## config.mk

```make
export PLATFORM = sky130hd
export DESIGN_NAME = cache_ram
export DESIGN_NICKNAME = d
export VERILOG_FILES = /design/src/rtl/cache_pkg.sv /design/src/rtl/cache_ram.sv
export SDC_FILE = /design/constraint.sdc
export NUM_CORES = 2
export LEC_CHECK = 0
export BUFFER_PORTS_ARGS = -buffer_cell sky130_fd_sc_hd__buf_2
export CAP_MARGIN = 0
export CORE_ASPECT_RATIO = 0.7
export CORE_MARGIN = 2
export CORE_UTILIZATION = 45
export DETAILED_ROUTE_END_ITERATION = 8
export PLACE_DENSITY = 0.57
export SLEW_MARGIN = 20
export SYNTH_ARGS = -nofsm -noshare
export SYNTH_HDL_FRONTEND = slang
export SYNTH_SLANG_ARGS = --single-unit
```

## constraint.sdc

```tcl
create_clock -name clock -period 2.9 [get_ports clock]
set_input_delay 0.29 -clock clock [delete_from_list [all_inputs] [get_ports clock]]
set_output_delay 0.29 -clock clock [all_outputs]
set_load 0.01 [all_outputs]
```

## src/rtl/cache_pkg.sv

```systemverilog
`default_nettype none

package cache_pkg;

  localparam int ADDR_WIDTH     = 32;
  localparam int WORD_WIDTH     = 32;
  localparam int BE_WIDTH       = WORD_WIDTH / 8;
  localparam int LINE_WORDS     = 4;                   // also beats per burst
  localparam int LINE_WIDTH     = LINE_WORDS * WORD_WIDTH;
  localparam int NUM_SETS       = 64;
  localparam int NUM_WAYS       = 4;
  localparam int OFFSET_WIDTH   = $clog2(LINE_WIDTH / 8);
  localparam int INDEX_WIDTH    = $clog2(NUM_SETS);
  localparam int TAG_WIDTH      = ADDR_WIDTH - INDEX_WIDTH - OFFSET_WIDTH;
  localparam int WORD_SEL_WIDTH = $clog2(LINE_WORDS);

  localparam logic [10:0] LFSR_SEED = 11'd101;

  typedef logic [ADDR_WIDTH-1:0]       addr_t;
  typedef logic [WORD_WIDTH-1:0]       word_t;
  typedef logic [BE_WIDTH-1:0]         be_t;
  typedef logic [LINE_WIDTH-1:0]       line_t;  // word 0 in the low bits
  typedef logic [TAG_WIDTH-1:0]        tag_t;
  typedef logic [INDEX_WIDTH-1:0]      index_t;
  typedef logic [$clog2(NUM_WAYS)-1:0] way_t;

  typedef struct packed {
    logic valid;
    logic dirty;
    tag_t tag;
  } tag_entry_t;

endpackage

`default_nettype wire

```

## src/rtl/cache_ram.sv

```systemverilog
`timescale 1ns/1ns
`default_nettype none

module cache_ram import cache_pkg::*; #(
  parameter type entry_t = tag_entry_t
) (
  input  logic   clock,
  input  logic   reset_n,
  input  index_t index,
  input  logic   wr_en,
  input  entry_t wr_entry,
  output entry_t entry
);

  entry_t mem [NUM_SETS];

  always_ff @(posedge clock or negedge reset_n) begin
    if (!reset_n) begin
      for (int i = 0; i < NUM_SETS; i++) begin
        mem[i] <= '0;  // all tags invalid
      end
    end else if (wr_en) begin
      mem[index] <= wr_entry;
    end
  end

  assign entry = mem[index];  // asynchronous read

endmodule

`default_nettype wire

```

==> results.json <==
{
  "met1_length_mm": 106,
  "layout_min_cycle_time_ns": 3.34,
  "num_vias": 47100,
  "route.met3.wl_mm": 14.7,
  "yosysUniqueCellTypes": 63,
  "maxCapViolCount": 0,
  "cp_data_arrival_time_ns": 3.05,
  "synthTopCellsByArea": "dfrtp_1 55%, mux2_2 25%, a22oi_1 3.3%, mux2i_1 2.2%, a221oi_1 1.6%",
  "hp-class": "input pin to async pin",
  "clock_path_buffers": 3,
  "wl_met2_mm": 98.8,
  "worstPathRequired_ns": 2.61,
  "grt_pass1_wl_mm": 333,
  "place_congestion": 0.880,
  "violations": "negative setup slack",
  "fin_ws_ns": -0.436,
  "dieArea_um2": 159000,
  "period_share_pct": 115,
  "clk_latency_ns": 0.80,
  "syn_to_final_growth_pct": 18.1,
  "root_buffer": "clkbuf_16",
  "clk_pin_slew_ns": 0.06,
  "final_nets": 5442,
  "max_freq_mhz": 300,
  "drtPass1Iterations": 6,
  "synth_top_family_by_area": "multiplexers",
  "ir_worst_vdd_mv": 0.560,
  "final_hold_viol_count": 0,
  "initial_core_util_pct": 45.2,
  "synth_area_leader_cell": "dfrtp_1",
  "setup_viol": 21,
  "max_slew_margin_pct": 23.0,
  "top_register": "mem",
  "cts_made_buffers": 155,
  "cts_tree": "done",
  "track_usage_pct": 28.4,
  "drt_iter0_drc": 4237,
  "io_buffers": 56,
  "synth_ff_type": "dfrtp_1",
  "synth_compound_area_share_pct": 9.88,
  "synth-seq-cells": 1536,
  "worst_slew_pin_slew_ns": 1.15,
  "core-area_um2": 155000,
  "drive_gt1_share_pct": 48.3,
  "top_regs": "mem x1536",
  "yosys.area_share.xor_xnor_pct": 0,
  "grt_max_degree": 115,
  "synth_async_sr_flop_share_pct": 100,
  "slew_viol_final": 0,
  "fin_skew_ns": 0,
  "final_common_cell": "dfrtp_1",
  "powerDensity_nw_per_um2": 642,
  "yosysTopAreaCellShare_pct": 54.8,
  "vias_per_cell": 6.17,
  "synth.avg_cell_area_um2": 13.5,
  "leakage_nw": 38.1,
  "crit_path_end_kind": "primary output",
  "drt_wl_total_mm": 226,
  "clock-sinks": 1536,
  "mostFrequentLayoutCells": "1536 x dfrtp_1, 1531 x mux2_2, 400 x buf_4",
  "die_h_um": 334,
  "cts_max_level": 4,
  "yosys.area_share.simple_pct": 2.61,
  "synth_fa_ha_area_share_pct": 0,
  "die_w_um": 476,
  "synth_fp_nets": 5211,
  "syn_area_um2": 70100,
  "row_count": 121,
  "place_ws_ns": -0.747,
  "holdWs_ns": 0.00497,
  "run_status": "finished, violations left",
  "first_global_vias": 47300,
  "drt-wirelength-per-cell_um": 29.6,
  "largest_register_ffs": 1536,
  "synth_edf_count": 0,
  "crit_type": "flop to primary output",
  "cp-start-kind": "flop",
  "netlist_instances": 5178,
  "post-dp-hpwl_mm": 147,
  "drtAntennaViolNets": 0,
  "ys_warn_count": 0,
  "ys_seq_area_share_pct": 54.8,
  "overflow": 0,
  "path_max_fanout": 2,
  "finish.utilization_pct": 53.4,
  "rsz0062_at_grt": "true",
  "io-pin-count": 57,
  "synthMuxAreaShare_pct": 28.9,
  "drc": 0,
  "antenna_found_initial": 11,
  "top_layer_used": "met5",
  "fin_setup_tns_ns": -3.51
}
## metrics by stage
| step | std cells | cell area [um^2] | power, W |
|---|---|---|---|
| 2_1_floorplan | 5178 | 70100 | 0.0302 |
| 3_3_place_gp | 7344 | 76700 | 0.0330 |
| 3_5_place_dp | 7344 | 76700 | 0.0333 |
| 4_1_cts | 7618 | 82500 | 0.0534 |
| 5_1_grt | 7619 | 82800 | 0.0553 |
| 6_report | 7623 | 82800 | 0.0532 |
## where the power goes
part / switching (W) / leakage [nW] / internal (W)
clock network: 0.00869 / 2.42 / 0.0112
registers: 0.00148 / 20.4 / 0.0243
logic: 0.00368 / 15.2 / 0.00382
total: 0.0139 / 38.1 / 0.0393
## Yosys cell counts, types with 39 or more instances
library cell  count
nand2_1          96
buf_4            51
buf_2           196
clkbuf_1        247
a221oi_1        130
o21ai_0          72
mux2i_1         151
a21oi_1         203
buf_1            39
a22oi_1         311
mux4_2           47
mux2_2         1531
dfrtp_1        1536
nor2_1           92
o22ai_1          57
## what timing repair did
| item | 4_1_cts | 5_1_grt |
|---|---|---|
| setup buffers | 8 | 2 |
| gates cloned | 0 | 0 |
| gates resized for setup | 193 | 65 |
| hold buffers | 2 | 0 |
| setup endpoints to repair | 24 | 24 |
| hold endpoints to repair | 594 | 0 |
| pin swaps | 58 | 40 |
## worst paths after layout
check | from | endpoint | slack (ns) | depth (start not counted)
max reg2reg | mem[456] | mem[456] | 2.03 | 2
min reg2reg | mem[1385] | mem[1385] | 0.49 | 1
min in group clock | wr_entry[23] | mem[1247] | 0.13 | 3
max | mem[408] | entry[0] | -0.44 | 7
max in group asynchronous | reset_n | mem[654] | 1.60 | 4
min | reset_n | mem[519] | 0.005 | 2
## critical path, cell delays in order, from the launching register on
cell	delay (ns)
dfrtp_1	0.38
mux4_2	0.50
a22oi_2	0.17
buf_4	0.14
nand4_1	0.24
buf_6	0.23
or4_4	0.44
buf_6	0.14
## per-layer routing
layer  GRT usage [%]  vias up
met4            8.50        4
li1                -    19800
met3            4.61      332
met5               0        -
met1            43.0    25400
met2            41.6     1514
## area by class of cell
cell class                      count  area, um^2
Sequential cell                  1536       38400
Antenna cell                        6        15.0
Clock inverter                     44         408
Tap cell                         2091        2620
Fill cell                       13000       72400
Timing Repair Buffer              629        6720
Inverter                            2        8.76
Clock buffer                      230        4520
Multi-Input combinational cell   3085       30100
## cells by family after synthesis
logic type	after synthesis
buf+inv	557
simple gates	347
flops	1536
mux	1767
compound gates	971
Note: power is estimated with default switching activity, not from simulation.
