--- src/rtl/cache_pkg.sv ---
`default_nettype none

package cache_pkg;

  localparam int ADDR_WIDTH     = 32;
  localparam int WORD_WIDTH     = 32;
  localparam int BE_WIDTH       = WORD_WIDTH / 8;
  localparam int LINE_WORDS     = 4;                   // also beats per burst
  localparam int LINE_WIDTH     = LINE_WORDS * WORD_WIDTH;
  localparam int NUM_SETS       = 64;
  localparam int NUM_WAYS       = 4;
  localparam int OFFSET_WIDTH   = $clog2(LINE_WIDTH / 8);
  localparam int INDEX_WIDTH    = $clog2(NUM_SETS);
  localparam int TAG_WIDTH      = ADDR_WIDTH - INDEX_WIDTH - OFFSET_WIDTH;
  localparam int WORD_SEL_WIDTH = $clog2(LINE_WORDS);

  localparam logic [10:0] LFSR_SEED = 11'd101;

  typedef logic [ADDR_WIDTH-1:0]       addr_t;
  typedef logic [WORD_WIDTH-1:0]       word_t;
  typedef logic [BE_WIDTH-1:0]         be_t;
  typedef logic [LINE_WIDTH-1:0]       line_t;  // word 0 in the low bits
  typedef logic [TAG_WIDTH-1:0]        tag_t;
  typedef logic [INDEX_WIDTH-1:0]      index_t;
  typedef logic [$clog2(NUM_WAYS)-1:0] way_t;

  typedef struct packed {
    logic valid;
    logic dirty;
    tag_t tag;
  } tag_entry_t;

endpackage

`default_nettype wire

--- src/rtl/cache_ctrl.sv ---
`timescale 1ns/1ns
`default_nettype none

module cache_ctrl import cache_pkg::*; (
  input  logic                clock,
  input  logic                reset_n,
  input  addr_t               cpu_addr,
  input  logic                cpu_rd,
  input  logic                cpu_wr,
  input  be_t                 cpu_wr_be,
  input  word_t               cpu_wr_data,
  input  tag_entry_t          way_tags [NUM_WAYS],
  input  line_t               way_lines [NUM_WAYS],
  input  way_t                victim,
  input  logic                done,
  input  line_t               fill_line,
  output logic                cpu_rd_valid,
  output logic                cpu_waitrequest,
  output word_t               cpu_rd_data,
  output index_t              set_index,
  output logic [NUM_WAYS-1:0] tag_wr_en,
  output tag_entry_t          tag_wr_entry,
  output logic [NUM_WAYS-1:0] line_wr_en,
  output line_t               line_wr_data,
  output logic                advance,
  output logic                start_wb,
  output logic                start_fill,
  output addr_t               line_addr,
  output line_t               wb_line
);

  typedef enum logic [1:0] {
    IDLE,
    WRITEBACK,
    FILL
  } state_t;

  state_t                    state;
  state_t                    state_nxt;
  way_t                      fill_way;
  tag_t                      req_tag;
  logic [WORD_SEL_WIDTH-1:0] word_sel;
  addr_t                     req_base;
  logic                      req;
  logic                      hit;
  logic                      hit_ok;
  way_t                      hit_way;
  line_t                     hit_line;
  line_t                     merged_line;
  word_t                     be_mask;
  tag_entry_t                victim_tag;

  assign req_tag   = cpu_addr[ADDR_WIDTH-1 -: TAG_WIDTH];
  assign set_index = cpu_addr[OFFSET_WIDTH +: INDEX_WIDTH];
  assign word_sel  = cpu_addr[OFFSET_WIDTH-1 -: WORD_SEL_WIDTH];
  assign req_base  = {req_tag, set_index, {OFFSET_WIDTH{1'b0}}};
  assign req       = cpu_rd | cpu_wr;

  always_comb begin
    hit     = 1'b0;
    hit_way = '0;
    for (int w = 0; w < NUM_WAYS; w++) begin
      if (way_tags[w].valid && way_tags[w].tag == req_tag) begin
        hit     = 1'b1;
        hit_way = way_t'(w);
      end
    end
  end

  assign hit_line        = way_lines[hit_way];
  assign cpu_rd_data     = hit_line[word_sel*WORD_WIDTH +: WORD_WIDTH];
  assign hit_ok          = hit & (state == IDLE);
  assign cpu_waitrequest = req & ~hit_ok;
  assign cpu_rd_valid    = cpu_rd & hit_ok;

  // byte merge into the hit line
  always_comb begin
    for (int b = 0; b < BE_WIDTH; b++) begin
      be_mask[b*8 +: 8] = {8{cpu_wr_be[b]}};
    end
    merged_line = hit_line;
    merged_line[word_sel*WORD_WIDTH +: WORD_WIDTH] =
      (cpu_rd_data & ~be_mask) | (cpu_wr_data & be_mask);
  end

  assign victim_tag = way_tags[victim];
  assign wb_line    = way_lines[victim];

  always_comb begin
    state_nxt          = state;
    tag_wr_en          = '0;
    line_wr_en         = '0;
    tag_wr_entry.valid = 1'b1;
    tag_wr_entry.dirty = 1'b1;
    tag_wr_entry.tag   = req_tag;
    line_wr_data       = merged_line;
    advance            = 1'b0;
    start_wb           = 1'b0;
    start_fill         = 1'b0;
    line_addr          = req_base;

    case (state)
      IDLE: begin
        if (req && !hit_ok) begin
          advance = 1'b1;
          if (victim_tag.valid && victim_tag.dirty) begin
            start_wb  = 1'b1;
            line_addr = {victim_tag.tag, set_index, {OFFSET_WIDTH{1'b0}}};
            state_nxt = WRITEBACK;
          end else begin
            start_fill = 1'b1;
            state_nxt  = FILL;
          end
        end else if (cpu_wr && hit_ok) begin
          tag_wr_en[hit_way]  = 1'b1;  // line goes dirty
          line_wr_en[hit_way] = 1'b1;
        end
      end
      WRITEBACK: begin
        if (done) begin
          start_fill = 1'b1;
          state_nxt  = FILL;
        end
      end
      FILL: begin
        if (done) begin
          tag_wr_en[fill_way]  = 1'b1;
          line_wr_en[fill_way] = 1'b1;
          tag_wr_entry.dirty   = 1'b0;
          line_wr_data         = fill_line;
          state_nxt            = IDLE;
        end
      end
      default: state_nxt = IDLE;
    endcase
  end

  always_ff @(posedge clock or negedge reset_n) begin
    if (!reset_n) begin
      state    <= IDLE;
      fill_way <= '0;
    end else begin
      state <= state_nxt;
      if (state == IDLE && req && !hit_ok) begin
        fill_way <= victim;  // held until the refill lands
      end
    end
  end

endmodule

`default_nettype wire

--- config.mk ---
export PLATFORM = sky130hd
export DESIGN_NAME = cache_ctrl
export DESIGN_NICKNAME = d
export VERILOG_FILES = /design/src/rtl/cache_pkg.sv /design/src/rtl/cache_ctrl.sv
export SDC_FILE = /design/constraint.sdc
export NUM_CORES = 1
export LEC_CHECK = 0
export BUFFER_PORTS_ARGS = -buffer_cell sky130_fd_sc_hd__buf_2
export CORE_AREA = 10 10 451 453
export CTS_BUF_LIST = sky130_fd_sc_hd__clkbuf_16
export CTS_CLUSTER_DIAMETER = 200
export DETAILED_ROUTE_END_ITERATION = 12
export DIE_AREA = 0 0 461 463
export GPL_TIMING_DRIVEN = 0
export PLACE_DENSITY = 0.35
export REMOVE_ABC_BUFFERS = 1
export SYNTH_ARGS = -nofsm -noshare
export SYNTH_HDL_FRONTEND = slang
export SYNTH_SLANG_ARGS = --single-unit
--- constraint.sdc ---
create_clock -name clock -period 4.7 [get_ports clock]
set_input_delay 0.705 -clock clock [delete_from_list [all_inputs] [get_ports clock]]
set_output_delay 0.705 -clock clock [all_outputs]
set_load 0.02 [all_outputs]
==> flow_metrics.env <==
export IMPL_status="finished, violations left"
export IMPL_violations="negative setup slack"
export IMPL_fp_dieH_um=463
export IMPL_period_minus_slack_ns=4.72
export IMPL_post_route_cell_area_um2=29900
export IMPL_rr_worst_depth=5
export IMPL_fp_row_count=162
export IMPL_intPower_mw=1.94
export IMPL_irDropWorstVdd_v=0.000302
export IMPL_routed_wirelength_mm=247
export IMPL_p_comb_share_pct=96.2
export IMPL_chipWidth_um=461
export IMPL_port_buffers=1148
export IMPL_drv_slew=0
export IMPL_multiInputGateArea_um2=17400
export IMPL_start_kind="input port"
export IMPL_relSlewSlack_pct=31.8
export IMPL_postCtsHoldBufs=0
export IMPL_leakagePower_nw=11.2
export IMPL_start_util_pct=9.07
export IMPL_p_per_area_nw_per_um2=183
export IMPL_cts_buffers=3
export IMPL_max_slew_worst_pin_slew_ns=1.02
export IMPL_synthTopCellsByCount="o21ai_0, a31oi_1, clkbuf_1"
export IMPL_gr_total_overflow=0
export IMPL_grt_max_degree=124
export IMPL_switching_share_pct=64.4
export IMPL_setup_slack_ns=-0.0165
export IMPL_synth_distinct_cells=66
export IMPL_avgSynthCellArea_um2=7.04
export IMPL_synth_flop_cell="dfrtp_1"
export IMPL_globalplace_congestion=0.928
export IMPL_htreeDepth=1
export IMPL_cap_violations=0
export IMPL_route_detailed_drc=0
export IMPL_drive_gt1_share_pct=50.7
export IMPL_fin_setup_tns_ns=-0.0476
export IMPL_dp_hpwl_mm=195
export IMPL_synth_largest_area_cell="mux4_2"
export IMPL_hold_slack_ns=0.284
export IMPL_viasPerCell=4.90
export IMPL_critPathRequiredTime_ns=3.99
export IMPL_synthCells=2501
export IMPL_cts_sink_count=4
export IMPL_core_um2=194000
export IMPL_fill_cells=22400
export IMPL_grt_pass1_vias=28800
export IMPL_arrival_ns=4.01
export IMPL_max_stage_delay_ns=0.54
export IMPL_synth_edf_count=0
export IMPL_vias=30000
export IMPL_post_route_period_util_pct=100
export IMPL_rsz0062_at_grt="yes"
export IMPL_grt_usage_pct=21.6
export IMPL_synth_seq_cells=4
export IMPL_synth_top_area_share_pct=19.2
export IMPL_io_pins=1174
export IMPL_clock_root_buffer="clkbuf_16"
export IMPL_hold_viol_final=0
export IMPL_firstDrtPassIters=6
export IMPL_wl_per_cell_um=40.4
export IMPL_p_seq_share_pct=1.4
export IMPL_crit_type="input port to output port"
export IMPL_first_iter_violations=3510
export IMPL_cts_clk_slew_worst_paths_ns=0.03
export IMPL_mappedNetlistArea_um2=17600
export IMPL_critPathBufInv=4
export IMPL_hold_class="input port to async pin"
export IMPL_placed_area_um2=26800
export IMPL_critPathMaxFanout=52
export IMPL_synthTopCellsByArea="mux4_2, o21ai_0, a31oi_1"
export IMPL_final_nets=4315
export IMPL_grt_pass1_wl_mm=311
export IMPL_crit_slowest_cell="or4_4"
export IMPL_clkPwrFrac_pct=2.4
export IMPL_setup_viol=3
export IMPL_rrSetupSlack_ns=2.93
export IMPL_timing_rr_end="fill_way[0]"
export IMPL_r2r_start="state[0]"
export IMPL_area_growth_pct=69.5
export IMPL_detail_route_antenna_nets=0
export IMPL_path_cells="buf_4 -> xnor2_1 -> nand4_1 -> buf_4 -> or4_4 -> buf_16 -> o21ai_0 -> a31oi_1 -> o21ai_0 -> o22ai_1 -> nor3_2 -> a31oi_1 -> buf_2"
export IMPL_ys_seq_area_share_pct=0.568
export IMPL_die_area_um2=213000
export IMPL_ys_async_sr_fraction_pct=100
export IMPL_max_freq_mhz=212
export IMPL_p_total_mw=5.46
export IMPL_seq_area_um2=100
export IMPL_cts_tree="done"
export IMPL_clkLatencyLatePin_ns=0.23
export IMPL_cts_path_max_buffers=2
export IMPL_yosys_warnings=0
export IMPL_antenna_found_initial=167
export IMPL_fin_worst_skew_ns=0.00178
export IMPL_post_synth_top_count_cell="o21ai_0"
export IMPL_cp_top_family="simple AND/OR/NAND/NOR gates"
export IMPL_end_kind="output port"
export IMPL_power_switching_mw=3.52
==> sequential cells by signal (all words and copies together), names as in the netlist <==
register  flops
fill_way      2
state         2
==> layer usage <==
metal | GRT usage, % | vias to the layer above | share of wire, %
met5 | 0 | - | 0.32
li1 | - | 12000 | -
met1 | 25.3 | 15000 | 37
met3 | 7.84 | 524 | 12
met4 | 7.54 | 116 | 4.5
met2 | 36.0 | 2500 | 46
==> layout by cell type (no fill, tap or decap), types with 24 or more instances in the layout <==
cell / count
a31oi_2: 30
a31oi_4: 24
xnor2_1: 35
or3_1: 62
a21o_1: 60
mux4_2: 150
nand3_1: 191
diode_2: 88
nand2_1: 94
xor2_1: 27
or2_2: 87
nor3b_1: 64
buf_16: 33
and2_0: 28
a31oi_1: 202
a211o_1: 52
buf_2: 1110
nor2_1: 53
and2_1: 25
nor2b_1: 53
a211oi_1: 49
a311o_1: 62
o22ai_1: 40
buf_4: 103
o21ai_0: 314
buf_12: 40
nor3_1: 75
o21ai_1: 128
==> power groups by stage <==
stage / combinational [mW] / clock (mW) / sequential (mW)
2_1_floorplan: 2.14 / 0 / 0.0659
3_3_place_gp: 4.76 / 0 / 0.0710
3_5_place_dp: 4.84 / 0 / 0.0708
4_1_cts: 5.21 / 0.134 / 0.0742
5_1_grt: 5.52 / 0.139 / 0.0768
6_report: 5.26 / 0.133 / 0.0748
==> how the worst max path moves through the flow <==
stage	startpoint	to	depth (start not counted)
floorplan	done	line_wr_data[0]	7
global placement	cpu_addr[13]	line_wr_data[78]	11
detailed placement	cpu_addr[12]	line_wr_data[105]	14
CTS	cpu_addr[20]	line_wr_data[111]	16
global route	cpu_addr[18]	line_wr_data[81]	14
finish	cpu_addr[18]	line_wr_data[33]	13
==> timing repair <==
action                                  in CTS  in global routing
endpoints found under the setup margin     185                130
buffers inserted                            71                 24
resized for setup                          179                 82
cloned                                      17                  2
pin swaps                                   52                 47
==> logic make-up after synthesis <==
family,count (synthesis),synth area share (%)
AOI/OAI and AO/OA,1023,36.3
xor gates and xnor gates,89,4.81
adders and majority gates,5,0.355
buffers and inverters,354,9.38
DFF,4,0.568
muxes,187,21.5
other,2,0.0426
and+or+nand+nor,837,27.1
==> area by class of cell <==
class / instances / share of cell area [%]
Inverter: 9 / 0.243
Sequential cell: 4 / 0.335
Timing Repair Buffer: 1328 / 29.4
Antenna cell: 88 / 0.738
Clock buffer: 3 / 0.251
Tap cell: 2542 / 10.7
Multi-Input combinational cell: 2153 / 58.4
==> through the flow <==
| stage | cells | setup slack [ns] | utilization (%) |
|---|---|---|---|
| after floorplan | 2159 | -3.10 | - |
| after global placement | 5849 | -18.77 | 12.8 |
| after detailed placement | 5926 | -1.80 | 13.8 |
| after CTS | 6014 | -0.0126 | 14.9 |
| after global routing | 6078 | -0.0474 | 15.3 |
| final | 6127 | -0.0165 | 15.4 |
(Power assumes the default switching activity.)
