$ cat src/rtl/cache_pkg.sv
`default_nettype none

package cache_pkg;

  localparam int ADDR_WIDTH     = 32;
  localparam int WORD_WIDTH     = 32;
  localparam int BE_WIDTH       = WORD_WIDTH / 8;
  localparam int LINE_WORDS     = 4;                   // also beats per burst
  localparam int LINE_WIDTH     = LINE_WORDS * WORD_WIDTH;
  localparam int NUM_SETS       = 64;
  localparam int NUM_WAYS       = 4;
  localparam int OFFSET_WIDTH   = $clog2(LINE_WIDTH / 8);
  localparam int INDEX_WIDTH    = $clog2(NUM_SETS);
  localparam int TAG_WIDTH      = ADDR_WIDTH - INDEX_WIDTH - OFFSET_WIDTH;
  localparam int WORD_SEL_WIDTH = $clog2(LINE_WORDS);

  localparam logic [10:0] LFSR_SEED = 11'd101;

  typedef logic [ADDR_WIDTH-1:0]       addr_t;
  typedef logic [WORD_WIDTH-1:0]       word_t;
  typedef logic [BE_WIDTH-1:0]         be_t;
  typedef logic [LINE_WIDTH-1:0]       line_t;  // word 0 in the low bits
  typedef logic [TAG_WIDTH-1:0]        tag_t;
  typedef logic [INDEX_WIDTH-1:0]      index_t;
  typedef logic [$clog2(NUM_WAYS)-1:0] way_t;

  typedef struct packed {
    logic valid;
    logic dirty;
    tag_t tag;
  } tag_entry_t;

endpackage

`default_nettype wire

$ cat src/rtl/victim_select.sv
`timescale 1ns/1ns
`default_nettype none

module victim_select import cache_pkg::*; (
  input  logic       clock,
  input  logic       reset_n,
  input  logic       advance,
  input  tag_entry_t set_tags [NUM_WAYS],
  output way_t       victim
);

  logic [10:0] lfsr;
  way_t        rand_way;

  // x^11 + x^9 + 1, stepped twice per cycle
  always_ff @(posedge clock or negedge reset_n) begin
    if (!reset_n) begin
      lfsr <= LFSR_SEED;
    end else if (advance) begin
      lfsr[8:0] <= lfsr[10:2];
      lfsr[9]   <= lfsr[0] ^ lfsr[2];
      lfsr[10]  <= lfsr[1] ^ lfsr[3];
    end
  end

  assign rand_way = way_t'(lfsr[1:0]);

  always_comb begin
    logic found;
    way_t w;

    found  = 1'b0;
    victim = rand_way;  // all dirty
    w      = rand_way;

    for (int i = 0; i < NUM_WAYS; i++) begin
      if (!found && !set_tags[i].valid) begin
        victim = way_t'(i);
        found  = 1'b1;
      end
    end

    // clean way, circular search after the random start
    for (int i = 1; i <= NUM_WAYS; i++) begin
      w = rand_way + way_t'(i);
      if (!found && !set_tags[w].dirty) begin
        victim = w;
        found  = 1'b1;
      end
    end
  end

endmodule

`default_nettype wire

$ cat config.mk
export PLATFORM = sky130hd
export DESIGN_NAME = victim_select
export DESIGN_NICKNAME = d
export VERILOG_FILES = /design/src/rtl/cache_pkg.sv /design/src/rtl/victim_select.sv
export SDC_FILE = /design/constraint.sdc
export NUM_CORES = 1
export LEC_CHECK = 0
export BUFFER_PORTS_ARGS = -buffer_cell sky130_fd_sc_hd__buf_2
export CAP_MARGIN = 10
export CORE_UTILIZATION = 31
export DETAILED_ROUTE_END_ITERATION = 12
export GPL_TIMING_DRIVEN = 0
export HOLD_SLACK_MARGIN = 0.15
export PLACE_DENSITY = 0.81
export SLEW_MARGIN = 10
export SYNTH_ARGS = -nofsm -noshare
export SYNTH_HDL_FRONTEND = slang
export SYNTH_SLANG_ARGS = --single-unit
$ cat constraint.sdc
create_clock -name clock -period 4.7 [get_ports clock]
set_input_delay 1.41 -clock clock [delete_from_list [all_inputs] [get_ports clock]]
set_output_delay 1.41 -clock clock [all_outputs]
set_load 0.02 [all_outputs]
==> results of run 1 <==
-- cell usage in the layout (no fill, tap or decap), types with 2 or more instances in the layout --
master | synthesis | routed
buf_2 | 1 | 12
nand2_1 | 9 | 9
nor2_1 | 8 | 8
mux2_2 | 7 | 7
dfrtp_1 | 7 | 7
a21oi_1 | 4 | 4
dfstp_2 | 4 | 4
inv_1 | 3 | 3
a31oi_1 | 3 | 3
clkbuf_4 | 0 | 3
buf_4 | 2 | 2
mux2i_1 | 2 | 2
nand2b_1 | 2 | 2
clkbuf_1 | 1 | 2
o21ai_0 | 2 | 2
xnor2_1 | 2 | 2
-- metal layers --
layer,global-route usage,vias to the layer above,wire (um)
met2,0.227,28,663
met3,0.0220,4,97
met1,0.136,285,535
li1,-,281,-
met5,0,-,0
met4,0.0735,0,31
-- per-stage QoR --
| step | hold slack (ns) | std cells | cell area (um^2) | power (W) | util |
|---|---|---|---|---|---|
| 2_1_floorplan | 0.473 | 70 | 674 | 0.000300 | - |
| 3_3_place_gp | 0.483 | 108 | 763 | 0.000329 | 0.381 |
| 3_5_place_dp | 0.493 | 108 | 763 | 0.000339 | 0.381 |
| 4_1_cts | 0.508 | 112 | 790 | 0.000404 | 0.394 |
| 5_1_grt | 0.524 | 112 | 790 | 0.000430 | 0.394 |
| 6_report | 0.505 | 112 | 790 | 0.000399 | 0.394 |
-- cell families (layout without fill, tap and decap cells) --
| kind of cell | count (synthesis) | in the layout | synth area share |
|---|---|---|---|
| multiplexers | 10 | 10 | 0.180 |
| AO/OA/AOI/OAI | 16 | 16 | 0.158 |
| flip-flops | 11 | 11 | 0.416 |
| AND/OR/NAND/NOR | 24 | 24 | 0.169 |
| XOR/XNOR | 2 | 2 | 0.0260 |
| buffers and inverters | 7 | 22 | 0.0519 |
-- report_power, final --
part           leakage [nW]  switching (W)  internal [W]
Sequential            0.121      0.0000267      0.000151
Clock                0.0150      0.0000291     0.0000328
Combinational         0.196      0.0000784     0.0000815
Total                 0.332       0.000134      0.000265
-- cell usage after synthesis --
| cell | count |
|---|---|
| xnor2_1 | 2 |
| a31oi_1 | 3 |
| mux2i_1 | 2 |
| a21oi_1 | 4 |
| mux2_2 | 7 |
| buf_4 | 2 |
| nor3_1 | 1 |
| o311ai_1 | 1 |
| or3b_1 | 1 |
| o32ai_1 | 1 |
| buf_2 | 1 |
| inv_1 | 3 |
| mux4_2 | 1 |
| a21o_1 | 1 |
| dfrtp_1 | 7 |
| o2111ai_1 | 1 |
| dfstp_2 | 4 |
| a22oi_1 | 1 |
| o21ai_0 | 2 |
| nor2_1 | 8 |
| o221ai_1 | 1 |
| a211oi_1 | 1 |
| nand2_1 | 9 |
| clkbuf_1 | 1 |
| nand2b_1 | 2 |
| or2b_1 | 1 |
| nand3_2 | 1 |
| nand4_1 | 1 |
-- path summary, 6_finish.rpt --
path / endpoint / slack, ns / depth (start not counted)
setup / recovery: victim[0] / 0.68 / 6
setup reg to reg: lfsr[0] / 3.64 / 3
hold / removal: lfsr[5] / 0.51 / 1
hold reg to reg: lfsr[5] / 0.51 / 1
min in group asynchronous: lfsr[7] / 1.00 / 1
max in group asynchronous: lfsr[5] / 3.44 / 1
-- critical path, cell delays in order --
cell       delay, ns
buf_2           0.14
mux4_2          0.50
nand3_2         0.08
o2111ai_1       0.11
a31oi_1         0.19
buf_2           0.19
-- layout make-up --
cell class | instances | share of cell area
well taps | 27 | 0.0428
inverters | 3 | 0.0143
plain buffers | 4 | 0.0301
clock buffers | 4 | 0.0333
flip-flops and latches | 11 | 0.355
repair buffers | 11 | 0.0697
multi-input cells | 52 | 0.455
==> metrics.yaml, run 1 <==
numCtsBuffers: 3
clockBufferDepth: 2
cts_htree_levels: 1
syn_nets: 169
crit_required_ns: 3.29
start_util: 0.337
crit_start: "set_tags[94]"
critPathKind: "primary input to output port"
p_leak_nw: 0.332
wire_per_inst_um: 11.9
max_cap_violations: 0
num_vias: 598
synth_area_um2: 674
dr.pass1.iters: 4
grt_max_degree: 12
status: "completed"
syn_area_per_cell_um2: 9.63
dp_hpwl_mm: 1.04
grt_pass1_wl_mm: 2.35
portBuffers: 11
cp-start-kind: "primary input"
num_rows: 16
final_hold_viol_count: 0
cts_num_sinks: 11
largest_register_ffs: 11
synth_seq_area_share: 0.416
cts_hold_buf: 0
synthCells: 70
power_density_mw_per_mm2: 506
die_h_um: 48.6
insertion_delay_ns: 0.26
core_mm2: 0.00200
r2r_start: "lfsr[0]"
hp-class: "flip-flop to flip-flop"
finalCritPeriodShare: 0.855
gp_congestion: 0.879
synth.top_cell.area_share: 0.260
grtUsageTotal: 0.126
fill_cells: 209
yosys_warnings: 0
cts_tree: "done"
tightest_slew_ns: 0.401
die_x_um: 48.6
num_io_pins: 101
cts_setup_buffers: 0
skew_ns: 0.000275
setup_viol: 0
avgViaCountPerCell: 5.34
rsz0062_at_grt: "false"
hold_start: "lfsr[7]"
worstPathMaxFanout: 6
drtIter0Drc: 13
synth.largest_area_cell: "dfrtp_1"
period_minus_slack_ns: 4.02
layout_setup_ws_ns: 0.683
finalWirelength_mm: 1.33
ir_drop_uv: 267
antenna_found_initial: 0
clk_pin_slew_ns: 0.06
slew_viol_final: 0
cts_root_buf: "clkbuf_4"
max_slew_margin: 0.728
grt-ovfl-total: 0
clock.fmax_mhz: 249
final-seq-area_um2: 280
yosys-top-cells-area: "dfrtp_1 (26%), dfstp_2 (16%), mux2_2 (12%), nand2_1 (5.0%), nor2_1 (4.5%)"
n_antenna_cell: 0
postRouteAntennaNets: 0
drive_above_1_share: 0.353
cts.repair.resized: 0
areaGrowthSynthToFinish_pct: 17.1
die_area_mm2: 0.00237
ys_ff_latch: 11
cp.arrival_ns: 2.61
regMostFlops: "lfsr"
largestRegisters: "lfsr (11)"
tns_ns: 0
grt_pass1_vias: 574
drc_errors: 0
layout.nets: 185
end_kind: "output port"
synth.distinct_cells: 28
multi_input_comb_area_um2: 359
pre_cts_slack_ns: 0.709
Note: power is estimated with default switching activity, not from simulation.
==> run 2, diff against run 1 <==
==> config.mk (replaced) <==
export PLATFORM = sky130hd
export DESIGN_NAME = victim_select
export DESIGN_NICKNAME = d
export VERILOG_FILES = /design/src/rtl/cache_pkg.sv /design/src/rtl/victim_select.sv
export SDC_FILE = /design/constraint.sdc
export NUM_CORES = 1
export LEC_CHECK = 0
export CAP_MARGIN = 10
export CORE_UTILIZATION = 45
export DETAILED_ROUTE_END_ITERATION = 12
export DONT_BUFFER_PORTS = 1
export GPL_TIMING_DRIVEN = 0
export HOLD_SLACK_MARGIN = 0.15
export PLACE_DENSITY = 0.57
export SLEW_MARGIN = 10
export SYNTH_ARGS = -nofsm -noshare
export SYNTH_HDL_FRONTEND = slang
export SYNTH_SLANG_ARGS = --single-unit
export TNS_END_PERCENT = 10
==> metrics.yaml, run 2 (synthesized netlist as in run 1, its figures left out) <==
largest_register_ffs: 11  # unchanged
power_density_mw_per_mm2: 538  # was 506 mW/mm^2
num_io_pins: 101  # unchanged
rrSetupSlack_ns: 3.67  # was 3.64 ns
insertion_delay_ns: 0.26  # about the same
grt_max_degree: 12  # unchanged
postRouteAntennaNets: 0  # unchanged
tns_ns: 0  # unchanged
gp_congestion: 0.659  # was 0.879
drtIter0Drc: 10  # was 13
final_common_cell: "nand2_1"  # was buf_2
cts_setup_buffers: 0  # unchanged
r2r_cells: 3  # unchanged
cp-start-kind: "primary input"  # unchanged
ir_drop_uv: 229  # was 267 uV
clockBufferDepth: 2  # unchanged
r2r_end: "lfsr[0]"  # unchanged
wire_per_inst_um: 14.2  # was 11.9 um
skew_ns: 0.000381  # was 0.000275 ns
grt-ovfl-total: 0  # unchanged
p_leak_nw: 0.288  # was 0.332 nW
dp_cells: 85  # was 108
areaGrowthSynthToFinish_pct: 6.68  # was 17.1%
dp_hpwl_um: 933  # was 1.04 mm
cts.repair.resized: 0  # unchanged
whs_path_depth: 2  # was 1
avgViaCountPerCell: 5.76  # was 5.34
num_vias: 513  # was 598
max_slew_margin: 0.659  # was 0.728
drc_errors: 0  # unchanged
cts_tree: "done"  # unchanged
final_hold_viol_count: 0  # unchanged
instances_no_fill: 89  # was 112
grt_pass1_vias: 437  # was 574
largestRegisters: "lfsr (11)"  # unchanged
rsz0062_at_grt: "false"  # unchanged
slew_viol_final: 0  # unchanged
max_cap_violations: 0  # unchanged
hold_path_end: "lfsr[0]"  # was lfsr[5]
critPathKind: "primary input to output port"  # unchanged
tightest_slew_ns: 0.510  # was 0.401 ns
n_antenna_cell: 0  # unchanged
start_util: 0.500  # was 0.337
hold_start: "lfsr[2]"  # was lfsr[7]
cts_root_buf: "clkbuf_4"  # unchanged
cts_htree_levels: 1  # unchanged
cts_num_sinks: 11  # unchanged
dr.pass1.iters: 3  # was 4
cp.arrival_ns: 2.52  # was 2.61 ns
grtUsageTotal: 0.161  # was 0.126
die_h_um: 40.7  # was 48.6 um
die_x_um: 40.7  # was 48.6 um
layout.nets: 174  # was 185
portBuffers: 0  # was 11
cts_hold_buf: 0  # unchanged
core_mm2: 0.00135  # was 0.00200 mm^2
grt_pass1_wl_mm: 1.65  # was 2.35 mm
finalCritPeriodShare: 0.835  # was 0.855
regMostFlops: "lfsr"  # unchanged
r2r_start: "lfsr[0]"  # unchanged
num_rows: 13  # was 16
die_area_mm2: 0.00166  # was 0.00237 mm^2
period_minus_slack_ns: 3.93  # was 4.02 ns
antenna_found_initial: 0  # unchanged
finalWirelength_mm: 1.27  # was 1.33 mm
clk_pin_slew_ns: 0.07  # was 0.06 ns
drive_above_1_share: 0.257  # was 0.353
crit_required_ns: 3.29  # about the same
end_kind: "output port"  # unchanged
worstPathMaxFanout: 5  # was 6
layout_common_cells: "nand2_1 (9), nor2_1 (8), mux2_2 (7), dfrtp_1 (7)"  # was buf_2 (12), nand2_1 (9), nor2_1 (8), mux2_2 (7), dfrtp_1 (7)
status: "completed"  # unchanged
hp-class: "flip-flop to flip-flop"  # unchanged
clock.fmax_mhz: 255  # was 249 MHz
setup_viol: 0  # unchanged
numCtsBuffers: 3  # unchanged
[run 2: worst max-delay path by stage]
| stage | to | startpoint | cells past startpoint | slack, ns |
|---|---|---|---|---|
| 2_1_floorplan | victim[0] | set_tags[46] | 4 | 0.83 |
| 3_3_place_gp | victim[0] | set_tags[46] | 4 | 0.77 |
| 3_5_place_dp | victim[0] | set_tags[46] | 4 | 0.78 |
| 4_1_cts | victim[0] | set_tags[46] | 4 | 0.77 |
| 5_1_grt | victim[0] | set_tags[46] | 4 | 0.71 |
| 6_report | victim[0] | set_tags[46] | 4 | 0.77 |
[run 2: where the power goes]
group | total [W] | internal [W] | switching, W | leakage, nW
Sequential | 0.000177 | 0.000151 | 0.0000263 | 0.121
Combinational | 0.000148 | 0.0000776 | 0.0000703 | 0.152
Clock | 0.0000622 | 0.0000328 | 0.0000294 | 0.0150
Total | 0.000387 | 0.000261 | 0.000126 | 0.288
[run 2: layout make-up]
| type | instances | area [um^2] |
|---|---|---|
| Clock buffer | 4 | 26.3 |
| Multi-Input combinational cell | 52 | 359 |
| Tap cell | 15 | 18.8 |
| Buffer | 4 | 23.8 |
| Sequential cell | 11 | 280 |
| Inverter | 3 | 11.3 |
| Fill cell | 134 | 631 |
[run 2: critical path, cell delays in order]
cell	delay, ns
mux4_2	0.48
nand3_2	0.08
o2111ai_1	0.11
a31oi_1	0.44
[run 2: per-layer routing]
layer,vias up,wire length [um],GRT usage,share of wire
li1,259,-,-,-
met1,241,531,0.170,0.42
met2,11,673,0.278,0.53
met3,2,46,0.0163,0.036
met4,0,14,0.150,0.011
met5,-,0,0,0
[run 2: stage by stage]
step | total power [W] | area, um^2 | util | setup slack (ns) | hold WS (ns)
after global routing | 0.000413 | 719 | 0.533 | 0.711 | 0.516
after floorplan | 0.000300 | 674 | - | 0.828 | 0.473
after CTS | 0.000394 | 719 | 0.533 | 0.775 | 0.506
final | 0.000387 | 719 | 0.533 | 0.774 | 0.499
after global placement | 0.000325 | 693 | 0.513 | 0.774 | 0.486
after detailed placement | 0.000327 | 693 | 0.513 | 0.777 | 0.492
==> run 3, diff against run 2 <==
--- a/config.mk
+++ b/config.mk
@@ -5,13 +5,14 @@
 export SDC_FILE = /design/constraint.sdc
 export NUM_CORES = 1
 export LEC_CHECK = 0
+export ABC_AREA = 1
 export CAP_MARGIN = 10
 export CORE_UTILIZATION = 45
 export DETAILED_ROUTE_END_ITERATION = 12
 export DONT_BUFFER_PORTS = 1
 export GPL_TIMING_DRIVEN = 0
 export HOLD_SLACK_MARGIN = 0.15
-export PLACE_DENSITY = 0.57
+export PLACE_DENSITY = 0.59
 export SLEW_MARGIN = 10
 export SYNTH_ARGS = -nofsm -noshare
 export SYNTH_HDL_FRONTEND = slang
==> constraint.sdc (replaced) <==
create_clock -name clock -period 3.2 [get_ports clock]
set_input_delay 0.96 -clock clock [delete_from_list [all_inputs] [get_ports clock]]
set_output_delay 0.96 -clock clock [all_outputs]
set_load 0.02 [all_outputs]
==> metrics.yaml, run 3 <==
status: "completed"  # unchanged
clock.fmax_mhz: 377
num_vias: 639  # was 513
cts_root_buf: "clkbuf_4"  # unchanged
synth.distinct_cells: 16  # was 28
skew_ns: 0.00661  # was 0.000381 ns
synth.top_cell.area_share: 0.291  # was 0.260
numCtsBuffers: 3  # unchanged
synth_seq_area_share: 0.403  # was 0.416
crit_required_ns: 2.24  # was 3.29 ns
regMostFlops: "lfsr"  # unchanged
n_antenna_cell: 0  # unchanged
finalWirelength_mm: 1.36  # was 1.27 mm
syn_nets: 205  # was 169
power_density_mw_per_mm2: 707  # was 538 mW/mm^2
end_kind: "output port"  # unchanged
finalCritPeriodShare: 0.830
synth_area_um2: 696  # was 674 um^2
synth_edf_count: 0  # unchanged
layout_setup_ws_ns: 0.545  # was 0.774 ns
worstPathMaxFanout: 3  # was 5
grt_max_degree: 12  # unchanged
layout.nets: 210  # was 174
insertion_delay_ns: 0.27  # was 0.26 ns
cts_setup_buffers: 0  # unchanged
die_h_um: 41.3  # was 40.7 um
cts.repair.resized: 0  # unchanged
p_leak_nw: 0.382  # was 0.288 nW
ys.flop_type: "dfrtp_1"  # unchanged
max_slew_margin: 0.663  # was 0.659
yosys-top-cells-area: "nand2_1 (29%), dfrtp_1 (25%), dfstp_2 (15%), o21ai_0 (8.6%), inv_1 (5.4%)"  # was dfrtp_1 (26%), dfstp_2 (16%), mux2_2 (12%), nand2_1 (5.0%), nor2_1 (4.5%)
tightest_slew_ns: 0.503  # was 0.510 ns
crit_start: "set_tags[70]"  # was set_tags[46]
r2r_start: "lfsr[0]"  # unchanged
cts_hold_buf: 0  # unchanged
synth.largest_area_cell: "nand2_1"  # was dfrtp_1
areaGrowthSynthToFinish_pct: 6.47  # was 6.68%
critPathKind: "primary input to output port"  # unchanged
tns_ns: 0  # unchanged
die_area_mm2: 0.00171  # was 0.00166 mm^2
grt_pass1_wl_mm: 1.93  # was 1.65 mm
gp_congestion: 0.685  # was 0.659
cts_htree_levels: 1  # unchanged
largestRegisters: "lfsr (11)"  # unchanged
cts_num_sinks: 11  # unchanged
cp.arrival_ns: 1.70  # was 2.52 ns
final_hold_viol_count: 0  # unchanged
drtIter0Drc: 25  # was 10
start_util: 0.509  # was 0.500
ys_ff_latch: 11  # unchanged
fill_cells: 135  # was 134
setup_viol: 0  # unchanged
grtUsageTotal: 0.191  # was 0.161
rrSetupSlack_ns: 2.18  # was 3.67 ns
final_common_cell: "nand2_1"  # unchanged
pre_cts_slack_ns: 0.567  # was 0.777 ns
yosysMostFrequentCell: "nand2_1"  # unchanged
syn_area_per_cell_um2: 6.56  # was 9.63 um^2
post_synth_most_frequent_cells: "nand2_1 (54), o21ai_0 (12), inv_1 (10)"  # was nand2_1 (9), nor2_1 (8), dfrtp_1 (7), mux2_2 (7)
slew_viol_final: 0  # unchanged
drive_above_1_share: 0.100  # was 0.257
period_minus_slack_ns: 2.66
wire_per_inst_um: 10.9  # was 14.2 um
cts_tree: "done"  # unchanged
max_cap_violations: 0  # unchanged
largest_register_ffs: 11  # unchanged
grt-ovfl-total: 0  # unchanged
stdcell_area_um2: 741  # was 719 um^2
yosys_warnings: 0  # unchanged
avgViaCountPerCell: 5.11  # was 5.76
postRouteAntennaNets: 0  # unchanged
ir_drop_uv: 403  # was 229 uV
place_area_um2: 714  # was 693 um^2
core_mm2: 0.00137  # was 0.00135 mm^2
antenna_found_initial: 0  # unchanged
grt_pass1_vias: 468  # was 437
synthArstFlopShare: 1.00  # unchanged
dr.pass1.iters: 4  # was 3
synthCells: 106  # was 70
portBuffers: 0  # unchanged
clk_pin_slew_ns: 0.07  # about the same
layout_common_cells: "nand2_1 (54), o21ai_0 (12), inv_1 (10), dfrtp_1 (7), nand3_1 (5)"  # was nand2_1 (9), nor2_1 (8), mux2_2 (7), dfrtp_1 (7)
cp-start-kind: "primary input"  # unchanged
dp_hpwl_mm: 1.04  # was 933 um
drc_errors: 0  # unchanged
die_x_um: 41.3  # was 40.7 um
num_io_pins: 101  # unchanged
hp-class: "primary input to async pin"  # was flip-flop to flip-flop
clockBufferDepth: 2  # unchanged
rsz0062_at_grt: "false"  # unchanged
num_rows: 13  # unchanged
[run 3: critical path: stages]
cell and delay, ns:
inv_1 0.05, nand2_1 0.08, o21ai_0 0.08, nand2_1 0.06, nand2_1 0.07, a31oi_1 0.40
[run 3: layout make-up]
cell class	count	area [um^2]	share of cell area
clock buffers	4	26.3	0.0355
inverters	11	41.3	0.0557
well taps	15	18.8	0.0253
multi-input cells	80	348	0.470
flip-flops and latches	11	280	0.378
plain buffers	4	26.3	0.0355
[run 3: cells by family after synthesis]
family | share of synthesized area
buffers and inverters | 0.0971
XOR/XNOR | 0.0252
AND/OR/NAND/NOR | 0.369
flip-flops | 0.403
AO/OA/AOI/OAI | 0.106
[run 3: metal layers]
metal  vias to the layer above  routed length, um  global-route usage
met5                         -                  0                   0
met4                         0                 21              0.0968
met3                         6                123              0.0957
met2                        30                514               0.242
met1                       261                697               0.260
li1                        342                  -                   -
[run 3: final timing paths]
check | cells past startpoint | endpoint
max in group asynchronous | 0 | lfsr[2]
worst max register to register | 3 | lfsr[9]
worst max-delay path | 6 | victim[1]
worst min-delay path | 0 | lfsr[7]
worst min register to register | 2 | lfsr[7]
min in group clock | 2 | lfsr[7]
[run 3: power breakdown]
part	internal (W)	total [W]	switching, W
sequential	0.000201	0.000233	0.0000316
combinational	0.0000756	0.000200	0.000124
clock	0.0000482	0.0000914	0.0000432
[run 3: stage by stage]
step           hold slack, ns   util  total power (W)  std cells
3_3_place_gp            0.456  0.523         0.000429        121
6_report                0.379  0.542         0.000524        125
5_1_grt                 0.358  0.542         0.000571        125
3_5_place_dp            0.459  0.523         0.000434        121
4_1_cts                 0.372  0.542         0.000529        125
2_1_floorplan           0.442      -         0.000392        106
